===== src/ddr_geom_pkg.sv =====
// Lane geometry for one x8 DDR3 byte lane at half rate; values are fixed and not overridable per instance
package ddr_geom_pkg;

    // ################################################
    // Pin counts
    // ################################################

    // DQ pins in one byte lane, DQS is handled apart
    localparam int dq_pins = 8;

    // ################################################
    // Rate conversion
    // ################################################

    // One half-rate word carries four beats per pin
    localparam int beats_per_hr = 4;

    localparam int beats_per_fr = 2;  // Rise and fall of one full-rate cycle

    // Output enables come as two halves per word,
    // one for each full-rate cycle of the word
    localparam int oe_halves = 2;

endpackage : ddr_geom_pkg

===== src/ddr_bus_pkg.sv =====
// Bus types for the byte lane; beat 0 is always the oldest beat on the pins, phase enum is one bit
package ddr_bus_pkg;

    import ddr_geom_pkg::*;

    // ################################################
    // Phase select
    // ################################################

    // Which half of a half-rate word is on the pins.
    // PHASE_SECOND encodes as zero so a reset tracker idles there
    typedef enum logic
    {
        PHASE_SECOND = 1'b0,
        PHASE_FIRST  = 1'b1
    } hr_phase_e;

    // ################################################
    // Write side
    // ################################################

    // Half-rate write word, 48 bits
    typedef struct packed
    {
        logic [beats_per_hr-1:0][dq_pins-1:0] beat;  // Beat 0 goes out first
        logic [oe_halves-1:0][dq_pins-1:0]    oe;    // Half 0 covers beats 0 and 1
    } wr_hr_word_t;

    // One full-rate cycle on the pads, used for write and read
    typedef struct packed
    {
        logic [dq_pins-1:0] rise;
        logic [dq_pins-1:0] fall;
    } fr_pair_t;

    typedef struct packed
    {
        fr_pair_t           pair;
        logic [dq_pins-1:0] oe;  // Per-pin output enable
    } wr_fr_out_t;

    // ################################################
    // Read side
    // ################################################

    typedef struct packed
    {
        logic [beats_per_hr-1:0][dq_pins-1:0] beat;  // Beat 0 oldest
    } rd_hr_word_t;

endpackage : ddr_bus_pkg


===== src/dqdqs_pad_group.sv =====
// Single clock byte lane with pads modelled as rise/fall pairs; paths are independent, no back-pressure anywhere
`timescale 1ns/100ps

module dqdqs_pad_group
    import ddr_geom_pkg::*;
    import ddr_bus_pkg::*;
(
    input  logic                 pll_mem_clk,
    input  logic                 rst_n,
    input  logic                 mem_clk_enable,   // Low puts all pads to sleep
    input  logic                 invert_hr_clock,

    // Write and strobe side
    input  wr_hr_word_t          wr_word,
    input  logic [oe_halves-1:0] strobe_ena,
    output wr_fr_out_t           wr_out,
    output logic                 dqs_oe,

    // Read side
    input  fr_pair_t             rd_pair,
    output rd_hr_word_t          rd_word,
    output logic                 rd_word_valid
);

    // ################################################
    // DQ write path
    // ################################################

    dq_write_serializer u_dq_wr
    (
        .pll_mem_clk    (pll_mem_clk),
        .rst_n          (rst_n),
        .mem_clk_enable (mem_clk_enable),
        .wr_word        (wr_word),
        .wr_out         (wr_out)
    );

    // ################################################
    // DQS enable path
    // ################################################

    dqs_strobe_ctrl u_dqs
    (
        .pll_mem_clk    (pll_mem_clk),
        .rst_n          (rst_n),
        .mem_clk_enable (mem_clk_enable),
        .strobe_ena     (strobe_ena),
        .dqs_oe         (dqs_oe)
    );

    // Read capture, natural word order
    dq_read_deserializer #(
        .reverse_read_words (1'b0)
    ) u_dq_rd
    (
        .pll_mem_clk     (pll_mem_clk),
        .rst_n           (rst_n),
        .invert_hr_clock (invert_hr_clock),
        .rd_pair         (rd_pair),
        .rd_word         (rd_word),
        .rd_word_valid   (rd_word_valid)
    );

endmodule : dqdqs_pad_group


===== src/dq_read_deserializer.sv =====
// Capture phase free-runs from reset with no burst alignment; invert_hr_clock is the only way to shift word boundaries
`timescale 1ns/100ps

module dq_read_deserializer
    import ddr_geom_pkg::*;
    import ddr_bus_pkg::*;
#(
    parameter bit reverse_read_words = 1'b0  // Swap rise and fall within each pair
)
(
    input  logic        pll_mem_clk,
    input  logic        rst_n,
    input  logic        invert_hr_clock,  // Level, moves capture by one cycle
    input  fr_pair_t    rd_pair,
    output rd_hr_word_t rd_word,
    output logic        rd_word_valid
);

    // Index 0 holds the earlier beat of the pair
    logic [beats_per_fr-1:0][dq_pins-1:0] pair_ord;
    logic [beats_per_fr-1:0][dq_pins-1:0] rd_r;
    logic [beats_per_fr-1:0][dq_pins-1:0] rd_r1;
    logic                                 cap_phase;
    logic                                 cap_load;

    // Word-order swap
    assign pair_ord[0] = reverse_read_words ? rd_pair.fall : rd_pair.rise;
    assign pair_ord[1] = reverse_read_words ? rd_pair.rise : rd_pair.fall;

    // ################################################
    // Full-rate capture stages
    // ################################################

    always_ff @(posedge pll_mem_clk or negedge rst_n)
    begin
        if (!rst_n)
        begin
            rd_r  <= '0;
            rd_r1 <= '0;
        end
        else
        begin
            rd_r  <= pair_ord;
            rd_r1 <= rd_r;  // Older pair
        end
    end

    // ################################################
    // Half-rate packing
    // ################################################

    // Divide-by-two capture phase
    always_ff @(posedge pll_mem_clk or negedge rst_n)
    begin
        if (!rst_n)
            cap_phase <= 1'b0;
        else
            cap_phase <= ~cap_phase;
    end

    assign cap_load = cap_phase ^ invert_hr_clock;

    // Beats 0 and 1 from rd_r1, beats 2 and 3 from rd_r
    always_ff @(posedge pll_mem_clk or negedge rst_n)
    begin
        if (!rst_n)
        begin
            rd_word       <= '0;
            rd_word_valid <= 1'b0;
        end
        else
        begin
            rd_word_valid <= cap_load;
            if (cap_load)
                rd_word <= rd_hr_word_t'({rd_r, rd_r1});
        end
    end

endmodule : dq_read_deserializer


===== src/dqs_strobe_ctrl.sv =====
// Only the DQS enable leaves this block; it trails the DQ enable by one cycle, the toggle pattern is external
`timescale 1ns/100ps

module dqs_strobe_ctrl
    import ddr_geom_pkg::*;
    import ddr_bus_pkg::*;
(
    input  logic                 pll_mem_clk,
    input  logic                 rst_n,
    input  logic                 mem_clk_enable,
    input  logic [oe_halves-1:0] strobe_ena,  // Half 0 first
    output logic                 dqs_oe
);

    hr_phase_e phase;
    logic      os_oe;
    logic      os_oe_r;
    logic      dqs_oe_r;

    // Strobe keeps its own alignment, independent of DQ
    write_phase_tracker u_tracker
    (
        .pll_mem_clk (pll_mem_clk),
        .rst_n       (rst_n),
        .active      (|strobe_ena),
        .phase       (phase)
    );

    assign os_oe = (phase == PHASE_FIRST) ? strobe_ena[0] : strobe_ena[1];

    // ################################################
    // Serializer stage plus the extra strobe register
    // ################################################

    always_ff @(posedge pll_mem_clk or negedge rst_n)
    begin
        if (!rst_n)
        begin
            os_oe_r  <= 1'b0;
            dqs_oe_r <= 1'b0;
        end
        else
        begin
            os_oe_r  <= os_oe;
            dqs_oe_r <= os_oe_r;  // Extra cycle for the strobe pad
        end
    end

    assign dqs_oe = dqs_oe_r & mem_clk_enable;  // Sleep forces the strobe off

endmodule : dqs_strobe_ctrl


===== src/dq_write_serializer.sv =====
// Source must hold each half-rate word two cycles, aligned so PHASE_FIRST lands two edges after the enables rise
`timescale 1ns/100ps

module dq_write_serializer
    import ddr_geom_pkg::*;
    import ddr_bus_pkg::*;
(
    input  logic        pll_mem_clk,
    input  logic        rst_n,
    input  logic        mem_clk_enable,  // Low puts the pads to sleep
    input  wr_hr_word_t wr_word,
    output wr_fr_out_t  wr_out
);

    hr_phase_e  phase;
    wr_fr_out_t out_d;
    wr_fr_out_t out_r;

    // ################################################
    // Phase tracking
    // ################################################

    write_phase_tracker u_tracker
    (
        .pll_mem_clk (pll_mem_clk),
        .rst_n       (rst_n),
        .active      (|wr_word.oe),
        .phase       (phase)
    );

    // ################################################
    // Half-rate to full-rate mux
    // ################################################

    always_comb
    begin
        if (phase == PHASE_FIRST)
        begin
            out_d.pair.rise = wr_word.beat[0];
            out_d.pair.fall = wr_word.beat[1];
            out_d.oe        = wr_word.oe[0];
        end
        else
        begin
            out_d.pair.rise = wr_word.beat[2];  // Second half of the word
            out_d.pair.fall = wr_word.beat[3];
            out_d.oe        = wr_word.oe[1];
        end
    end

    // Output register in front of the pads
    always_ff @(posedge pll_mem_clk or negedge rst_n)
    begin
        if (!rst_n)
            out_r <= '0;
        else
            out_r <= out_d;
    end

    // Pad sleep acts on the enables only, data keeps toggling
    assign wr_out.pair = out_r.pair;
    assign wr_out.oe   = out_r.oe & {dq_pins{mem_clk_enable}};

endmodule : dq_write_serializer


===== src/write_phase_tracker.sv =====
// Restarts on a rising edge of active seen one cycle late; with active stuck high it simply alternates
`timescale 1ns/100ps

module write_phase_tracker
    import ddr_bus_pkg::*;
(
    input  logic      pll_mem_clk,
    input  logic      rst_n,
    input  logic      active,  // OR of all enables of the half-rate word
    output hr_phase_e phase
);

    logic act_r1;
    logic act_r2;
    logic burst_start;

    // Activity history, two stages
    always_ff @(posedge pll_mem_clk or negedge rst_n)
    begin
        if (!rst_n)
        begin
            act_r1 <= 1'b0;
            act_r2 <= 1'b0;
        end
        else
        begin
            act_r1 <= active;
            act_r2 <= act_r1;
        end
    end

    assign burst_start = act_r1 & ~act_r2;

    // Half select, realigned at each burst start
    always_ff @(posedge pll_mem_clk or negedge rst_n)
    begin
        if (!rst_n)
            phase <= PHASE_SECOND;
        else if (burst_start)
            phase <= PHASE_FIRST;
        else if (phase == PHASE_FIRST)
            phase <= PHASE_SECOND;
        else
            phase <= PHASE_FIRST;
    end

endmodule : write_phase_tracker


===== config.mk =====
export PLATFORM = sky130hd
export DESIGN_NAME = dqdqs_pad_group
export DESIGN_NICKNAME = d
export VERILOG_FILES = /design/src/ddr_geom_pkg.sv /design/src/ddr_bus_pkg.sv /design/src/dqdqs_pad_group.sv /design/src/dq_read_deserializer.sv /design/src/dqs_strobe_ctrl.sv /design/src/dq_write_serializer.sv /design/src/write_phase_tracker.sv
export SDC_FILE = /design/constraint.sdc
export NUM_CORES = 1
export LEC_CHECK = 0
export BUFFER_PORTS_ARGS = -buffer_cell sky130_fd_sc_hd__buf_2
export CAP_MARGIN = 20
export CORE_MARGIN = 2
export CORE_UTILIZATION = 45
export CTS_BUF_LIST = sky130_fd_sc_hd__clkbuf_2
export CTS_CLUSTER_DIAMETER = 40
export DETAILED_ROUTE_END_ITERATION = 10
export HOLD_SLACK_MARGIN = 0.06
export PLACE_DENSITY = 0.74
export SLEW_MARGIN = 40
export SYNTH_ARGS = -nofsm -noshare
export SYNTH_HDL_FRONTEND = slang
export SYNTH_SLANG_ARGS = --single-unit

===== constraint.sdc =====
create_clock -name pll_mem_clk -period 4 [get_ports pll_mem_clk]
set_clock_uncertainty 0.15 [all_clocks]
set_input_delay 0.8 -clock pll_mem_clk [delete_from_list [all_inputs] [get_ports pll_mem_clk]]
set_output_delay 0.8 -clock pll_mem_clk [all_outputs]
set_load 0.02 [all_outputs]

### Word level (Yosys, flattened, before mapping)

Cells that the tools add are included.

| word-level totals | value |
|---|---|
| register bits | 98 |
| latch bits | 0 |
| RAM bits | 0 |
| bits in read-only memories | 0 |
| output and inout bits | 58 |
| logic and storage cells | 37 |
| memories | 0 |

| cells by class | value |
|---|---|
| add/subtract/negate cells | 0 |
| multipliers | 0 |
| div/mod/pow operators | 0 |
| order comparisons | 0 |
| equality and inequality tests | 0 |
| shift operators | 0 |
| mux-type cells | 6 |
| bitwise logic cells | 8 |
| reduce and logical (&&, ||, !) cells | 2 |

Operator list:

| operator | count |
|---|---|
| 24-bit two-way mux | 1 |
| 16-bit OR reduction | 1 |
| 8-bit AND | 1 |
| 1-bit two-way mux | 5 |
| 1-bit AND | 3 |
| 1-bit inverter | 3 |
| 2-bit OR reduction | 1 |
| 1-bit XOR | 1 |

### Longest topological paths before layout

| logic depth | value |
|---|---|
| depth in word-level cells | 3 |
| depth in mapped cells | 3 |

### Modules after synthesis

Synthesis repeated with hierarchy kept, for this count alone.

| second synthesis, totals | value |
|---|---|
| cell total of the unflattened synthesis | 198 |
| area, all modules | 3,517.1 µm² |

Modules (own cells, without submodules):

| module | instances | cells each | area an instance (µm²) | seq. area each (µm²) |
|---|---|---|---|---|
| dq_read_deserializer | 1 | 103 | 2,065.7 | 1,651.6 |
| dq_write_serializer | 1 | 80 | 1,198.6 | 600.6 |
| write_phase_tracker | 2 | 5 | 87.6 | 75.1 |
| dqs_strobe_ctrl | 1 | 5 | 77.6 | 50.0 |

### Worst setup path before layout

OpenSTA, ideal clock, no wires.

| timing path | value |
|---|---|
| path type | input to output |
| from | input port mem_clk_enable |
| to | output port dqs_oe |
| arrival time | 1.010 ns |
| setup slack | 2.040 ns |
| stages on the path | 1 |
| buffers on the path | 0 |
| cell sequence | and2_1 |

| on the way | value |
|---|---|
| longest elaborated chain between the ends | 1 |

RTL lines:

| what | RTL line | source |
|---|---|---|
| start: declaration | dqdqs_pad_group.sv:10 | `input logic mem_clk_enable,` |
| 1-bit AND | dqs_strobe_ctrl.sv:49 | `assign dqs_oe = dqs_oe_r & mem_clk_enable;` |
| end: declaration | dqdqs_pad_group.sv:17 | `output logic dqs_oe,` |

No other way between the ends.

### Final worst setup path

Same ends and word-level chain as after synthesis.

==> out/qor.txt <==
Status - complete, no violations
Worst-Skew Late Latency - 0.49 ns
N_diodes - 0
Sequential fraction of the synthesis area - 72.24%
Slew @ Worst Pin - 0.7118 ns
Max-slew violations - 0
Wire per inst - 13.49 um
Synth area leaders - dfrtp_1 72%, mux2_2 19%, buf_4 3.5%
DRT iter0 DRCs - 40
Clk slew on worst S/H paths - 0.25 ns
Arr. time, crit path - 1.24 ns
#FFs+latches synth - 98
Die height - 90.85 um
Row cnt - 31
Power Dens Cells - 428.0 nW/um^2
VDD IR max - 0.2150 mV
RSZ-0062 raised after global routing - false
Fill cells - 642
Layout area overhead - 23.22%
Worst path required time - 3.05 ns
Syn Nets - 268
GRT Total Usage - 14.88%
Die area - 8254 um^2
Hpwl dp - 4180 um
Multi-input logic area - 773.2 um^2
Ports - 128
Final period util - 54.84%
Type of the worst min-delay path - input port to async pin
Vias/cell - 4.571
Vias in the first global route - 1987
Fmax - 0.4558 GHz
CTS tree - yes
Clock root cell - clkbuf_2
Post-layout min period - 2.194 ns
GPL Wtd Cong - 0.8385
Most common cell after layout, fill and taps aside - buf_2
Initial antenna violation count - 0
Drt total wl - 5692 um
Pleak - 0.002043 uW
Layout cell share with drive strength beyond 1 - 63.78%
Placed cells - 406
Cts hold-fix bufs - 0
Post-cts sizing count - 0
Die Wd - 90.85 um
Setup Buffers After CTS - 0
Routed via count - 1929
Synthesized area - 3395 um^2
CTS H-tree depth - 3
Slew HR - 52.54%
Ys Warns - 0
Setup TNS - 0 ns
Drt drc - 0
Final #Nets - 388
Commonest cells after routing, fill and taps aside - 126 x buf_2, 97 x dfrtp_1, 56 x mux2_2, 10 x clkbuf_2, 9 x and2_1
Leading area contributor after synthesis - dfrtp_1
First-pass iteration count of the detailed router - 4
First-pass GRT wire length - 9618 um
PortBufs - 127
Nature of the critical path endpoint - primary output
Mapped Cells - 198
Critical Path Start Type - input port
Filler-free cell count of the finished design - 422
Design Power - 1790 uW
Deepest clock path buffer count - 2
Core Region - 7292 um^2
Initial Util - 46.55%
Setup-failing EPs final - 0
DRT antenna net count - 0
Final hold vios - 0
Crit path max fanout - 9
Max cap viols - 0
Share of the synthesized area in the top cell type - 72.24%
Largest net degree at the start of global routing - 60
Worst setup path class - input port to primary output
GRT overflow - 0
CTS Buf Count - 9
CTS Sinks - 98
Library cells used by synthesis - 13
Mean area per synthesized cell - 17.14 um^2
Reg area - 2454 um^2
worst max-delay path, stage by stage:
cell	delay (ns)
buf_2	0.14
and2_1	0.14
buf_2	0.17
metal layers:
layer	part of all wire, %	global-route usage, %
met3	3.7	2.504
met5	0	0
met4	1.8	7.955
met2	53	24.63
met1	42	18.82
cell type report:
type | count | area share [%]
flip-flops and latches | 98 | 58.66
clock inverters | 6 | 1.795
clock buffers | 10 | 1.197
repair buffers | 131 | 16.63
inverters | 3 | 0.2692
multi-input cells | 75 | 18.49
well taps | 99 | 2.961
power by group:
group          total (uW)  switching (uW)  internal [uW]
Sequential           1080            26.1           1060
Clock                 476             319            156
Combinational         231             128            103
Total                1790             473           1320
cells in the mapped netlist:
cell type	instances
dfrtp_1	98
mux2_2	56
buf_4	16
and2_1	9
nor4_1	4
buf_2	3
buf_6	3
inv_1	3
o21ai_0	2
mux2_1	1
nand4_1	1
or2_2	1
xor2_2	1
per-stage QoR:
step / util [%] / setup WS (ns) / hold WS (ns) / area, um^2
final: 57.36 / 1.806 / 0.1546 / 4183
after global placement: 55.04 / 1.485 / 0.1854 / 4014
after CTS: 57.36 / 1.764 / 0.1115 / 4183
after global routing: 57.36 / 1.727 / 0.1323 / 4183
after floorplan: - / 2.040 / 0.1812 / 3395
after detailed placement: 55.65 / 1.789 / 0.1863 / 4058
registers in the layout, summed over array words and instances (netlist names):
signal                    count
u_dq_rd.rd_word              32
u_dq_wr.u_tracker.act_r1      1
u_dqs.dqs_oe_r                1
u_dq_wr.out_r                 8
u_dq_rd.rd_r                 16
u_dqs.u_tracker.act_r2        1
u_dq_rd.rd_r1                16
u_dqs.u_tracker.phase         1
u_dq_rd.rd_word_valid         1
u_dqs.u_tracker.act_r1        1
u_dqs.os_oe_r                 1
u_dq_wr.u_tracker.phase       1
u_dq_wr.u_tracker.act_r2      1
u_dq_rd.cap_phase             1
u_dq_wr.wr_out               16
kinds of logic after synthesis:
kind of cell | count (synthesis) | share of synthesized area [%]
flip-flops | 98 | 72.24
buffers and inverters | 25 | 5.308
multiplexers | 57 | 18.91
XOR/XNOR | 1 | 0.4793
AO/OA/AOI/OAI | 2 | 0.2949
AND/OR/NAND/NOR | 15 | 2.764
path summary, 6_finish.rpt:
kind / startpoint / cells after the start / to / slack, ns
hold reg to reg: u_dq_rd.rd_r[15]$_DFF_PN0_ / 0 / u_dq_rd.rd_r1[15]$_DFF_PN0_ / 0.24
max in group asynchronous: rst_n / 2 / u_dqs.dqs_oe_r$_DFF_PN0_ / 2.77
min in group pll_mem_clk: rd_pair[2] / 1 / u_dq_rd.rd_r[10]$_DFF_PN0_ / 0.22
setup reg to reg: u_dq_rd.cap_phase$_DFF_PN0_ / 4 / u_dq_rd.rd_word[13]$_DFFE_PN0P_ / 2.36
setup / recovery: mem_clk_enable / 3 / dqs_oe / 1.81
hold / removal: rst_n / 1 / u_dq_wr.wr_out[22]$_DFF_PN0_ / 0.15
No activity file was read; power rests on OpenSTA's default activity.
